## src/logic/wiscPkg.sv

```systemverilog
package wiscPkg;

    // datapath word, register number, alu select, opcode
    typedef logic [15:0] wordT;
    typedef logic [2:0]  regIdxT;
    typedef logic [3:0]  aluOpT;
    typedef logic [4:0]  opcodeT;

    // alu operations, low four match the shift func field
    localparam aluOpT aluRol    = 4'b0000;
    localparam aluOpT aluSll    = 4'b0001;
    localparam aluOpT aluRor    = 4'b0010;
    localparam aluOpT aluSrl    = 4'b0011;
    localparam aluOpT aluAdd    = 4'b0100;
    localparam aluOpT aluAnd    = 4'b0101;
    localparam aluOpT aluXor    = 4'b0111;
    localparam aluOpT aluSeq    = 4'b1001;
    localparam aluOpT aluSlt    = 4'b1010;
    localparam aluOpT aluSco    = 4'b1011;
    localparam aluOpT aluSle    = 4'b1100;
    localparam aluOpT aluPassPc = 4'b1101;
    localparam aluOpT aluSlbi   = 4'b1110;
    localparam aluOpT aluBtr    = 4'b1111;

    // opcodes
    localparam opcodeT opHalt   = 5'b00000;
    localparam opcodeT opNop    = 5'b00001;
    localparam opcodeT opJ      = 5'b00100;
    localparam opcodeT opJr     = 5'b00101;
    localparam opcodeT opJal    = 5'b00110;
    localparam opcodeT opJalr   = 5'b00111;
    localparam opcodeT opAddi   = 5'b01000;
    localparam opcodeT opSubi   = 5'b01001;
    localparam opcodeT opXori   = 5'b01010;
    localparam opcodeT opAndni  = 5'b01011;
    localparam opcodeT opBeqz   = 5'b01100;
    localparam opcodeT opBnez   = 5'b01101;
    localparam opcodeT opBltz   = 5'b01110;
    localparam opcodeT opBgez   = 5'b01111;
    localparam opcodeT opSt     = 5'b10000;
    localparam opcodeT opLd     = 5'b10001;
    localparam opcodeT opSlbi   = 5'b10010;
    localparam opcodeT opStu    = 5'b10011;
    localparam opcodeT opRoli   = 5'b10100;
    localparam opcodeT opSlli   = 5'b10101;
    localparam opcodeT opRori   = 5'b10110;
    localparam opcodeT opSrli   = 5'b10111;
    localparam opcodeT opLbi    = 5'b11000;
    localparam opcodeT opBtr    = 5'b11001;
    localparam opcodeT opShiftR = 5'b11010;
    localparam opcodeT opArithR = 5'b11011;
    localparam opcodeT opSeq    = 5'b11100;
    localparam opcodeT opSlt    = 5'b11101;
    localparam opcodeT opSle    = 5'b11110;
    localparam opcodeT opSco    = 5'b11111;

endpackage

```

## src/logic/alu.sv

```systemverilog
`timescale 1ns/1ns
`default_nettype none

module alu (
    input  wiscPkg::wordT  a,
    input  wiscPkg::wordT  b,
    input  wiscPkg::aluOpT aluOp,
    input  logic           invA,
    input  logic           invB,
    input  logic           cin,
    output wiscPkg::wordT  aluResult,
    output logic           aluZero,
    output logic           aluNeg
);
    import wiscPkg::*;

    wordT        opA;
    wordT        opB;
    wordT        sum;
    logic        carryOut;
    logic        overflow;
    logic        less;
    logic [3:0]  shAmt;
    logic [31:0] rotLeft;
    logic [31:0] rotRight;
    wordT        reversed;

    assign opA = invA ? ~a : a;
    assign opB = invB ? ~b : b;
    assign {carryOut, sum} = 17'(opA) + 17'(opB) + 17'(cin);

    // signed compare from the a minus b sum
    assign overflow = (opA[15] == opB[15]) && (sum[15] != opA[15]);
    assign less     = sum[15] ^ overflow;

    // rotates from a doubled word
    assign shAmt    = b[3:0];
    assign rotLeft  = {a, a} << shAmt;
    assign rotRight = {a, a} >> shAmt;

    always_comb begin
        for (int i = 0; i < 16; i++) begin
            reversed[i] = a[15-i];
        end
    end

    always_comb begin
        case (aluOp)
            aluRol:    aluResult = rotLeft[31:16];
            aluSll:    aluResult = a << shAmt;
            aluRor:    aluResult = rotRight[15:0];
            aluSrl:    aluResult = a >> shAmt;
            aluAnd:    aluResult = opA & opB;
            aluXor:    aluResult = opA ^ opB;
            aluSeq:    aluResult = {15'd0, sum == 16'd0};
            aluSlt:    aluResult = {15'd0, less};
            aluSco:    aluResult = {15'd0, carryOut};
            aluSle:    aluResult = {15'd0, less | (sum == 16'd0)};
            // j and jal, the next-pc unit builds the target
            aluPassPc: aluResult = a;
            // operand a arrives already shifted by 8
            aluSlbi:   aluResult = opA | opB;
            aluBtr:    aluResult = reversed;
            default:   aluResult = sum;
        endcase
    end

    // branch flags look at rs directly
    assign aluZero = (a == 16'd0);
    assign aluNeg  = a[15];

endmodule

`default_nettype wire

```

## src/logic/control.sv

```systemverilog
`timescale 1ns/1ns
`default_nettype none

module control (
    input  wiscPkg::opcodeT opcode,
    input  logic [1:0]      func,
    output logic            err,
    output logic            halt,
    output logic            zeroExt,
    output logic            immSrc,
    output logic            aluJump,
    output logic            regWrite,
    output logic            memRead,
    output logic            memWrite,
    output logic            invA,
    output logic            invB,
    output logic            cin,
    output logic            beq,
    output logic            bne,
    output logic            blt,
    output logic            bge,
    output logic [1:0]      regDst,
    output logic [1:0]      memToReg,
    output logic [1:0]      aluSrc1,
    output logic [1:0]      aluSrc2,
    output wiscPkg::aluOpT  aluOp
);
    import wiscPkg::*;

    always_comb begin
        // most instructions write a register from the alu
        err      = 1'b0;
        halt     = 1'b0;
        zeroExt  = 1'b0;
        immSrc   = 1'b0;
        aluJump  = 1'b0;
        regWrite = 1'b1;
        memRead  = 1'b0;
        memWrite = 1'b0;
        invA     = 1'b0;
        invB     = 1'b0;
        cin      = 1'b0;
        beq      = 1'b0;
        bne      = 1'b0;
        blt      = 1'b0;
        bge      = 1'b0;
        regDst   = 2'b00;
        memToReg = 2'b10;
        aluSrc1  = 2'b00;
        aluSrc2  = 2'b00;
        aluOp    = aluAdd;

        case (opcode)
            opHalt: begin
                halt     = 1'b1;
                regWrite = 1'b0;
            end
            opNop: regWrite = 1'b0;
            // immediate arithmetic, subtract is imm minus rs
            opAddi: aluSrc2 = 2'b01;
            opSubi: begin
                aluSrc2 = 2'b01;
                invA    = 1'b1;
                cin     = 1'b1;
            end
            opXori: begin
                aluSrc2 = 2'b01;
                zeroExt = 1'b1;
                aluOp   = aluXor;
            end
            opAndni: begin
                aluSrc2 = 2'b01;
                zeroExt = 1'b1;
                invB    = 1'b1;
                aluOp   = aluAnd;
            end
            // shift immediates, low opcode bits pick the shift
            opRoli, opSlli, opRori, opSrli: begin
                aluSrc2 = 2'b01;
                zeroExt = 1'b1;
                aluOp   = aluOpT'({2'b00, opcode[1:0]});
            end
            opSt: begin
                aluSrc2  = 2'b01;
                regWrite = 1'b0;
                memWrite = 1'b1;
            end
            opLd: begin
                aluSrc2  = 2'b01;
                memToReg = 2'b01;
                memRead  = 1'b1;
            end
            // store, then rs takes the address
            opStu: begin
                aluSrc2  = 2'b01;
                regDst   = 2'b01;
                memWrite = 1'b1;
            end
            opBtr: begin
                regDst = 2'b10;
                aluOp  = aluBtr;
            end
            opArithR: begin
                regDst = 2'b10;
                case (func)
                    2'b00: aluOp = aluAdd;
                    2'b01: begin
                        invA = 1'b1;
                        cin  = 1'b1;
                    end
                    2'b10: aluOp = aluXor;
                    default: begin
                        invB  = 1'b1;
                        aluOp = aluAnd;
                    end
                endcase
            end
            opShiftR: begin
                regDst = 2'b10;
                aluOp  = aluOpT'({2'b00, func});
            end
            // compares run as rs minus rt
            opSeq, opSlt, opSle: begin
                regDst = 2'b10;
                invB   = 1'b1;
                cin    = 1'b1;
                aluOp  = (opcode == opSeq) ? aluSeq : (opcode == opSlt) ? aluSlt : aluSle;
            end
            opSco: begin
                regDst = 2'b10;
                aluOp  = aluSco;
            end
            opBeqz, opBnez, opBltz, opBgez: begin
                aluSrc2  = 2'b11;
                regWrite = 1'b0;
                beq      = (opcode == opBeqz);
                bne      = (opcode == opBnez);
                blt      = (opcode == opBltz);
                bge      = (opcode == opBgez);
            end
            opLbi: begin
                regDst  = 2'b01;
                aluSrc1 = 2'b01;
                aluSrc2 = 2'b10;
            end
            opSlbi: begin
                regDst  = 2'b01;
                aluSrc1 = 2'b10;
                aluSrc2 = 2'b10;
                zeroExt = 1'b1;
                aluOp   = aluSlbi;
            end
            opJ: begin
                regWrite = 1'b0;
                immSrc   = 1'b1;
                aluOp    = aluPassPc;
            end
            opJr: begin
                aluSrc2  = 2'b10;
                regWrite = 1'b0;
                aluJump  = 1'b1;
            end
            // link goes to r7
            opJal: begin
                regDst   = 2'b11;
                memToReg = 2'b00;
                immSrc   = 1'b1;
                aluOp    = aluPassPc;
            end
            opJalr: begin
                regDst   = 2'b11;
                memToReg = 2'b00;
                aluSrc2  = 2'b10;
                aluJump  = 1'b1;
            end
            default: begin
                err      = 1'b1;
                regWrite = 1'b0;
                memWrite = 1'b0;
            end
        endcase
    end

endmodule

`default_nettype wire

```

## src/logic/dataMem.sv

```systemverilog
`timescale 1ns/1ns
`default_nettype none

module dataMem #(
    parameter int memWords = 256
) (
    input  logic          clk,
    input  wiscPkg::wordT addr,
    input  wiscPkg::wordT wrData,
    input  logic          memWrite,
    output wiscPkg::wordT rdData
);
    import wiscPkg::*;

    localparam int idxBits = $clog2(memWords);

    wordT               mem [memWords] = '{default: '0};
    logic [idxBits-1:0] idx;

    // word index, bit 0 is the byte within the word
    assign idx = addr[idxBits:1];

    always_ff @(posedge clk) begin
        if (memWrite) begin
            mem[idx] <= wrData;
        end
    end

    assign rdData = mem[idx];

endmodule

`default_nettype wire

```

## src/logic/nextPc.sv

```systemverilog
`timescale 1ns/1ns
`default_nettype none

module nextPc (
    input  logic          clk,
    input  logic          rstN,
    input  logic          stop,
    input  logic          beq,
    input  logic          bne,
    input  logic          blt,
    input  logic          bge,
    input  logic          aluZero,
    input  logic          aluNeg,
    input  logic          immSrc,
    input  logic          aluJump,
    input  wiscPkg::wordT imm8Ext,
    input  wiscPkg::wordT imm11Ext,
    input  wiscPkg::wordT aluResult,
    output wiscPkg::wordT pc,
    output wiscPkg::wordT pcPlus2
);
    import wiscPkg::*;

    wordT pcNext;
    logic taken;

    assign pcPlus2 = pc + 16'd2;
    assign taken   = (beq & aluZero) | (bne & ~aluZero) |
                     (blt & aluNeg) | (bge & ~aluNeg);

    always_comb begin
        if (stop) begin
            pcNext = pc;
        end else if (aluJump) begin
            pcNext = aluResult;
        end else if (immSrc) begin
            pcNext = pcPlus2 + imm11Ext;
        end else if (taken) begin
            pcNext = pcPlus2 + imm8Ext;
        end else begin
            pcNext = pcPlus2;
        end
    end

    always_ff @(posedge clk or negedge rstN) begin
        if (!rstN) begin
            pc <= '0;
        end else begin
            pc <= pcNext;
        end
    end

endmodule

`default_nettype wire

```

## src/logic/regFile.sv

```systemverilog
`timescale 1ns/1ns
`default_nettype none

module regFile (
    input  logic            clk,
    input  logic            rstN,
    input  wiscPkg::regIdxT rdAddr1,
    input  wiscPkg::regIdxT rdAddr2,
    input  wiscPkg::regIdxT wrAddr,
    input  wiscPkg::wordT   wrData,
    input  logic            wrEn,
    output wiscPkg::wordT   rdData1,
    output wiscPkg::wordT   rdData2
);
    import wiscPkg::*;

    wordT regs [8];

    always_ff @(posedge clk or negedge rstN) begin
        if (!rstN) begin
            for (int i = 0; i < 8; i++) begin
                regs[i] <= '0;
            end
        end else if (wrEn) begin
            regs[wrAddr] <= wrData;
        end
    end

    // no bypass, same-cycle read sees the old value
    assign rdData1 = regs[rdAddr1];
    assign rdData2 = regs[rdAddr2];

endmodule

`default_nettype wire

```

## src/logic/wiscCore.sv

```systemverilog
`timescale 1ns/1ns
`default_nettype none

module wiscCore #(
    parameter int memWords = 256
) (
    input  logic            clk,
    input  logic            rstN,
    input  wiscPkg::wordT   instr,
    output wiscPkg::wordT   pc,
    output logic            wbEn,
    output wiscPkg::regIdxT wbReg,
    output wiscPkg::wordT   wbData,
    output logic            halt,
    output logic            err
);
    import wiscPkg::*;

    opcodeT     opcode;
    logic [1:0] func;
    logic       zeroExt;
    logic       immSrc;
    logic       aluJump;
    logic       regWrite;
    logic       memRead;
    logic       memWrite;
    logic       invA;
    logic       invB;
    logic       cin;
    logic       beq;
    logic       bne;
    logic       blt;
    logic       bge;
    logic [1:0] regDst;
    logic [1:0] memToReg;
    logic [1:0] aluSrc1;
    logic [1:0] aluSrc2;
    aluOpT      aluOp;
    wordT       imm5Ext;
    wordT       imm8Ext;
    wordT       imm11Ext;
    wordT       rdData1;
    wordT       rdData2;
    wordT       aluA;
    wordT       aluB;
    wordT       aluResult;
    logic       aluZero;
    logic       aluNeg;
    wordT       memRdData;
    wordT       memData;
    wordT       pcPlus2;
    logic       stop;
    logic       memWe;

    assign opcode = instr[15:11];
    assign func   = instr[1:0];

    control i_control (
        .opcode(opcode), .func(func), .err(err), .halt(halt),
        .zeroExt(zeroExt), .immSrc(immSrc), .aluJump(aluJump),
        .regWrite(regWrite), .memRead(memRead), .memWrite(memWrite),
        .invA(invA), .invB(invB), .cin(cin),
        .beq(beq), .bne(bne), .blt(blt), .bge(bge),
        .regDst(regDst), .memToReg(memToReg),
        .aluSrc1(aluSrc1), .aluSrc2(aluSrc2), .aluOp(aluOp)
    );

    // immediates, zeroExt picks zero or sign fill
    assign imm5Ext  = {{11{~zeroExt & instr[4]}}, instr[4:0]};
    assign imm8Ext  = {{8{~zeroExt & instr[7]}}, instr[7:0]};
    assign imm11Ext = {{5{~zeroExt & instr[10]}}, instr[10:0]};

    // halted or illegal, nothing gets written
    assign stop  = halt | err;
    assign wbEn  = regWrite & ~stop;
    assign memWe = memWrite & ~stop;

    regFile i_regFile (
        .clk(clk), .rstN(rstN),
        .rdAddr1(instr[10:8]), .rdAddr2(instr[7:5]),
        .wrAddr(wbReg), .wrData(wbData), .wrEn(wbEn),
        .rdData1(rdData1), .rdData2(rdData2)
    );

    always_comb begin
        case (aluSrc1)
            2'b00:   aluA = rdData1;
            2'b10:   aluA = rdData1 << 8;
            default: aluA = '0;
        endcase
        case (aluSrc2)
            2'b00:   aluB = rdData2;
            2'b01:   aluB = imm5Ext;
            2'b10:   aluB = imm8Ext;
            default: aluB = '0;
        endcase
    end

    alu i_alu (
        .a(aluA), .b(aluB), .aluOp(aluOp),
        .invA(invA), .invB(invB), .cin(cin),
        .aluResult(aluResult), .aluZero(aluZero), .aluNeg(aluNeg)
    );

    dataMem #(
        .memWords(memWords)
    ) i_dataMem (
        .clk(clk), .addr(aluResult), .wrData(rdData2),
        .memWrite(memWe), .rdData(memRdData)
    );

    // load data only shows on loads
    assign memData = memRead ? memRdData : '0;

    always_comb begin
        case (memToReg)
            2'b00:   wbData = pcPlus2;
            2'b01:   wbData = memData;
            default: wbData = aluResult;
        endcase
        case (regDst)
            2'b00:   wbReg = instr[7:5];
            2'b01:   wbReg = instr[10:8];
            2'b10:   wbReg = instr[4:2];
            default: wbReg = 3'd7;
        endcase
    end

    nextPc i_nextPc (
        .clk(clk), .rstN(rstN), .stop(stop),
        .beq(beq), .bne(bne), .blt(blt), .bge(bge),
        .aluZero(aluZero), .aluNeg(aluNeg),
        .immSrc(immSrc), .aluJump(aluJump),
        .imm8Ext(imm8Ext), .imm11Ext(imm11Ext), .aluResult(aluResult),
        .pc(pc), .pcPlus2(pcPlus2)
    );

endmodule

`default_nettype wire

```

## config.mk

```make
export PLATFORM = sky130hd
export DESIGN_NAME = wiscCore
export DESIGN_NICKNAME = d
export VERILOG_FILES = /design/src/logic/wiscPkg.sv /design/src/logic/alu.sv /design/src/logic/control.sv /design/src/logic/dataMem.sv /design/src/logic/nextPc.sv /design/src/logic/regFile.sv /design/src/logic/wiscCore.sv
export SDC_FILE = /design/constraint.sdc
export NUM_CORES = 2
export LEC_CHECK = 0
export BUFFER_PORTS_ARGS = -buffer_cell sky130_fd_sc_hd__buf_2
export CAP_MARGIN = 15
export CORE_MARGIN = 4
export CORE_UTILIZATION = 40
export DETAILED_ROUTE_END_ITERATION = 8
export HOLD_SLACK_MARGIN = 0.05
export MAX_ROUTING_LAYER = met4
export REMOVE_ABC_BUFFERS = 1
export SLEW_MARGIN = 30
export SYNTH_ARGS = -nofsm -noshare
export SYNTH_HDL_FRONTEND = slang
export SYNTH_HIERARCHICAL = 1
export SYNTH_SLANG_ARGS = --single-unit
```

## constraint.sdc

```tcl
create_clock -name clk -period 21.1 [get_ports clk]
set_input_delay 2.11 -clock clk [delete_from_list [all_inputs] [get_ports clk]]
set_output_delay 2.11 -clock clk [all_outputs]
set_load 0.01 [all_outputs]
```

# == After elaboration in Yosys (flattened, before gate mapping) ==
# Memories as Yosys holds them, arrays and structs flattened.
# Index checks and enable logic that the tools add are counted.
# op_classes
n_addsub,5
shifts,4
div,0
mux,47
reduce_logical,29
n_mul,0
n_lt_le_gt_ge,4
bitwise,27
eq_ne,51
# ops
operator,count
case mux 16 bit (13 select lines),1
two-way mux 16 bit,11
bitwise mux 128 bit,1
binary-select mux 16 bit (select 3 bit),2
== test 5 bit (second input constant),16
case mux 16 bit (2 select lines),2
demux 16 bit (select 3 bit),1
case mux 16 bit (3 select lines),1
== test 5 x 4 -> 1 bit (second input constant),8
case mux 4 bit (10 select lines),1
adder 16 bit,2
logical NOT 16 bit,2
NOT 16 bit,2
left shift 32 x 4 -> 32 bit,1
right shift 32 x 4 -> 16 bit,1
OR reduction 30 bit,1
== test 4 bit (second input constant),7
OR reduction 21 bit,1
== test 5 x 3 -> 1 bit (second input constant),4
OR reduction 4 bit,5
adder 16 x 16 -> 17 bit,1
adder 17 x 1 -> 17 bit,1
adder 16 x 2 -> 16 bit (second input constant),1
bitwise AND 16 bit,1
other kinds (34),93
# word_totals
rom_bits,0
memories,1
out_inout_bits,38
ramBits,4096
wordCells,177
inputBits,18
reg_bits,144
latchBits,0
# mem_list
memory,depth,word_bits,rd,rd_ports_with_merged_regs,wr,line,source
i_dataMem.mem,256,16,1,0,1,dataMem.sv:17,wordT mem [memWords] = '{default: '0};

# == Depth between registers and ports, before layout ==
# An unclocked memory read counts as a cell.
# depth
word_depth,19
mapped_depth,32
depth_no_buf,23

# == Cells and area by module ==
# Netlist, hierarchy kept.
# modules_own_cells
mod,area_per_inst_um2,seq_area_each_um2,cells_per_inst,instances
dataMem,155078.7,122998.0,6711,1
regFile,7000.5,3203.1,393,1
alu,4065.1,0.0,587,1
nextPc,2819.0,400.4,374,1
wiscCore,1082.3,0.0,153,1
control,569.3,0.0,89,1

# == Least setup slack after synthesis ==
# OpenSTA, ideal clock, no wires.
# synth_path
kind,input to output
from,in instr[5]
to,out wbData[3]
arrival_ns,9.278
path_buffers,9
path_stages,28
setup_slack_ns,9.712
required_time_ns,18.990
path_cell_list,buf_6 > buf_6 > mux4_1 > mux2_2 > mux2i_1 > o2bb2ai_1 > clkbuf_1 > clkbuf_1 > clkbuf_1 > xor2_1 > ha_1 > o21ai_1 > and2b_2 > a21o_4 > xnor2_1 > nor2_1 > a31oi_1 > clkbuf_1 > and2_1 > clkbuf_1 > clkbuf_1 > clkbuf_1 > a22oi_1 > a21oi_1 > o41ai_1 > nand4_1 > nand3_1 > a31oi_1
# synth_via
elab_chain_cells,13
elab_cells_between_ends,20
classes_between,add/sub: 2; shift: 4; mux: 8; bitwise: 5; memory: 1
# synth_rtl
element,line,source
"start, declared",wiscCore.sv:9,"input wiscPkg::wordT instr,"
NOT 3 -> 4 bit (not written as such) (*),regFile.sv:31,assign rdData2 = regs[rdAddr2];
binary-select mux 16 bit (select 3 bit) (*),regFile.sv:31,
two-way mux 16 bit (not written as such) (*) (2 in a row),regFile.sv:31,
net rdData2[3],wiscCore.sv:43,wordT rdData2;
case mux 16 bit (3 select lines) (*),wiscCore.sv:91,case (aluSrc2)
net aluB[3],wiscCore.sv:45,wordT aluB;
NOT 16 bit,alu.sv:29,assign opB = invB ? ~b : b;
two-way mux 16 bit,alu.sv:29,
adder 16 x 16 -> 17 bit,alu.sv:30,"assign {carryOut, sum} = 17'(opA) + 17'(opB) + 17'(cin);"
adder 17 x 1 -> 17 bit,alu.sv:30,
case mux 16 bit (13 select lines) (*),alu.sv:48,case (aluOp)
net aluResult[4],wiscCore.sv:46,wordT aluResult;
memory read (256 x 16 bit) (*),-,
net memRdData[3],wiscCore.sv:49,wordT memRdData;
two-way mux 16 bit (*),wiscCore.sv:113,assign memData = memRead ? memRdData : '0;
case mux 16 bit (2 select lines) (*),wiscCore.sv:116,case (memToReg)
"end, declared",wiscCore.sv:13,"output wiscPkg::wordT wbData,"
# Mark *: on every way through the listed nets, which the timed path passes. The rest lies on a longest branch. The select of a mux whose other input is x is not followed.

# == Worst setup path after layout ==
# layout_path
from,in instr[5]
to,out wbData[13]
# The elaborated chain is that of the path after synthesis.

==> impl_metrics.json <==
{
  "antenna_found_initial": 19,
  "power.share.clock_pct": 25.6,
  "drive_gt1_share_pct": 27.40,
  "htreeDepth": 5,
  "synth-seq-area-share_pct": 74.20,
  "fmax_mhz": 69.17,
  "track_usage_pct": 21.75,
  "drc": 0,
  "nets": 8768,
  "crit_path_end_kind": "primary output",
  "async_reset_ff_share_pct": 3.396,
  "start_kind": "input pin",
  "grt_pass1_wl_mm": 669.3,
  "p_seq_share_pct": 38.3,
  "min_period_ns": 14.46,
  "pwr_density_cell_nw_per_um2": 146.8,
  "power_w": 0.02843,
  "die_w_um": 661.1,
  "io-pin-count": 56,
  "grt_max_degree": 169,
  "cts.sinks": 4240,
  "timing.rr.end": "i_regFile/regs[13]$_DFFE_PN0P_",
  "drt_first_pass_iters": 6,
  "combPwrFrac_pct": 36.1,
  "slew_violations": 0,
  "via_count": 88350,
  "grt_overflow": 0,
  "crit_required_ns": 18.99,
  "place.gp.congestion": 0.8548,
  "rsz0062_at_grt": "no",
  "root_buffer": "clkbuf_16",
  "cp_top_family": "buffers and inverters",
  "via_per_inst": 6.004,
  "synthCells": 8307,
  "hold_depth": 1,
  "postCtsHoldBufs": 0,
  "die_area_sq_um": 437100,
  "p_leak_nw": 60.61,
  "syn_area_sq_um": 170600,
  "synthFlopType": "edfxtp_1",
  "skew_ns": 0.06161,
  "cts_buffer_depth": 4,
  "netlist_top_cells_area": "edfxtp_1 (72%), mux4_2 (14%), a22oi_1 (2.3%)",
  "cpPeakStageDelay_ns": 0.77,
  "intPower_w": 0.01829,
  "ys_types": 109,
  "first_global_vias": 88360,
  "cts_buffers": 430,
  "setup-tns-final_ns": 0,
  "path_class": "input pin to primary output",
  "final_util_pct": 45.62,
  "ir_worst_vdd_v": 0.0001538,
  "path_clk_slew_ns": 0.05,
  "cts_tree": "yes",
  "routed_wl_mm": 468.3,
  "wl_met1_mm": 190.2,
  "min_to": "i_regFile/regs[75]$_DFFE_PN0P_",
  "wl_met3_mm": 40.54,
  "routedWlPerCell_um": 31.82,
  "drv_cap": 0,
  "hp-class": "register to register",
  "cts_resized": 0,
  "slew_headroom_pct": 25.30,
  "reg2reg_depth": 24,
  "preCtsSetupSlack_ns": 6.164,
  "insertion_delay_ns": 0.97,
  "net-switching-power_w": 0.01014,
  "synth_top_area_share_pct": 72.09,
  "ys_warn_count": 6,
  "cp_slowest_cell": "o41ai_1",
  "drt_iter0_markers": 11020,
  "synth_top_cell_by_area": "edfxtp_1",
  "start_util_pct": 40.21,
  "swShare_pct": 35.66,
  "rows": 239,
  "port_buffers": 55,
  "hold_violations": 0,
  "top_layer": "met4",
  "synth_edf_count": 4096,
  "place_hpwl_mm": 272.6,
  "crit_buf_inv": 9,
  "final_antenna_net_count": 0,
  "period_share_pct": 68.52,
  "postCtsSetupBuffers": 0,
  "ys_ff_latch": 4240,
  "finalSetupViolCount": 0,
  "worstHoldStart": "i_regFile/regs[75]$_DFFE_PN0P_",
  "finalWorstSetupSlack_ns": 6.642,
  "critPathMaxFanout": 100,
  "reg2reg_slack_ns": 11.28,
  "r2r_start": "i_regFile/regs[97]$_DFFE_PN0P_",
  "status": "complete, no violations",
  "worst_pin_slew_ns": 1.120,
  "area_growth_pct": 13.46,
  "arrival_ns": 12.35,
  "die_h_um": 661.1,
  "avgSynthCellArea_sq_um": 20.54,
  "route.met2.wl_mm": 223.9,
  "core_sq_um": 424300
}
## placed cells by master (no fill, tap or decap), types with 26 or more instances in the layout
cell type,count
buf_4,395
mux4_2,1035
o21ai_0,49
nor3_2,33
a22oi_1,522
mux2i_1,68
o41ai_1,34
clkbuf_16,436
ha_1,65
a21oi_1,345
buf_2,53
nor2b_1,35
edfxtp_1,4096
inv_1,63
xor2_1,39
nand3_1,41
nand2_1,102
clkinv_2,88
a31oi_1,26
nand2b_1,37
o41ai_2,26
xnor2_1,36
clkinv_1,110
dfrtp_1,144
a211oi_1,29
clkbuf_1,92
nor2_4,29
mux4_1,56
mux2_2,154
nor2_1,301
## metal layers
layer / track usage, % / vias to the layer above
met4: 5.790 / 0
met3: 3.442 / 690
met2: 33.70 / 4070
met1: 30.18 / 47780
li1: - / 35810
met5: - / -
## cells in the mapped netlist, drive strengths merged (9+ instances only)
cell,instances
a211oi,31
a21o,19
a21oi,351
a221oi,16
a22oi,522
a31oi,27
and2,21
and3,12
buf,250
clkbuf,299
dfrtp,144
edfxtp,4096
ha,65
inv,65
mux2,174
mux2i,68
mux4,1091
nand2,107
nand2b,39
nand3,50
nand4,25
nor2,343
nor2b,39
nor3,56
nor4,10
o211ai,21
o21ai,67
o311ai,9
o41ai,67
or2,9
xnor2,38
xor2,41
## flip-flops by register name, summed over array words and instances, names as in the netlist
register,count
i_dataMem/mem,4096
i_regFile/regs,128
i_nextPc/pc,16
## worst max-delay path by stage
stage	from	cells past startpoint	slack, ns	end
after detailed placement	instr[5]	25	6.16	wbData[1]
after global placement	instr[5]	25	5.63	wbData[11]
final	instr[5]	26	6.64	wbData[13]
after global routing	instr[5]	26	6.00	wbData[13]
after CTS	instr[5]	25	6.14	wbData[1]
after floorplan	instr[14]	15	-104.68	i_dataMem/mem[161][0]$_DFFE_PP_
## logic make-up (layout without fill, tap and decap cells)
family	count (synthesis)	after routing	share of synthesized area, %
adder cells (fa/ha/maj)	68	68	0.5119
XOR/XNOR	79	79	0.4495
flip-flops	4240	4240	74.20
AO/OA/AOI/OAI	1221	1221	4.910
multiplexers	1333	1333	16.07
AND/OR/NAND/NOR	751	751	2.139
buffers and inverters	615	1351	1.715
other	0	9	0
## layout make-up
class | count | area [sq um]
Fill cell | 35370 | 230700
Sequential cell | 4240 | 126600
Multi-Input combinational cell | 3452 | 42320
Clock buffer | 528 | 11260
Tap cell | 5663 | 7086
Timing Repair Buffer | 492 | 3951
Clock inverter | 265 | 2103
Inverter | 66 | 247.7
Antenna cell | 9 | 22.52
## power groups by stage
stage,Clock (W),Combinational [W],Sequential (W)
after floorplan,0,0.0102,0.0111
after global placement,0,0.0101,0.0110
after detailed placement,0,0.0103,0.0111
after CTS,0.00740,0.0103,0.0109
after global routing,0.00775,0.0108,0.0109
final,0.00726,0.0103,0.0109
## metrics by stage
| stage | std cells | hold slack (ns) | cell area [sq um] |
|---|---|---|---|
| final | 14720 | 0.5193 | 193600 |
| after global routing | 14710 | 0.5282 | 193600 |
| after CTS | 14700 | 0.5227 | 193400 |
| after detailed placement | 13910 | 0.5095 | 180100 |
| after global placement | 13910 | 0.4937 | 179800 |
| after floorplan | 7758 | 0.4849 | 167900 |
No activity file was read; power rests on OpenSTA's default activity.
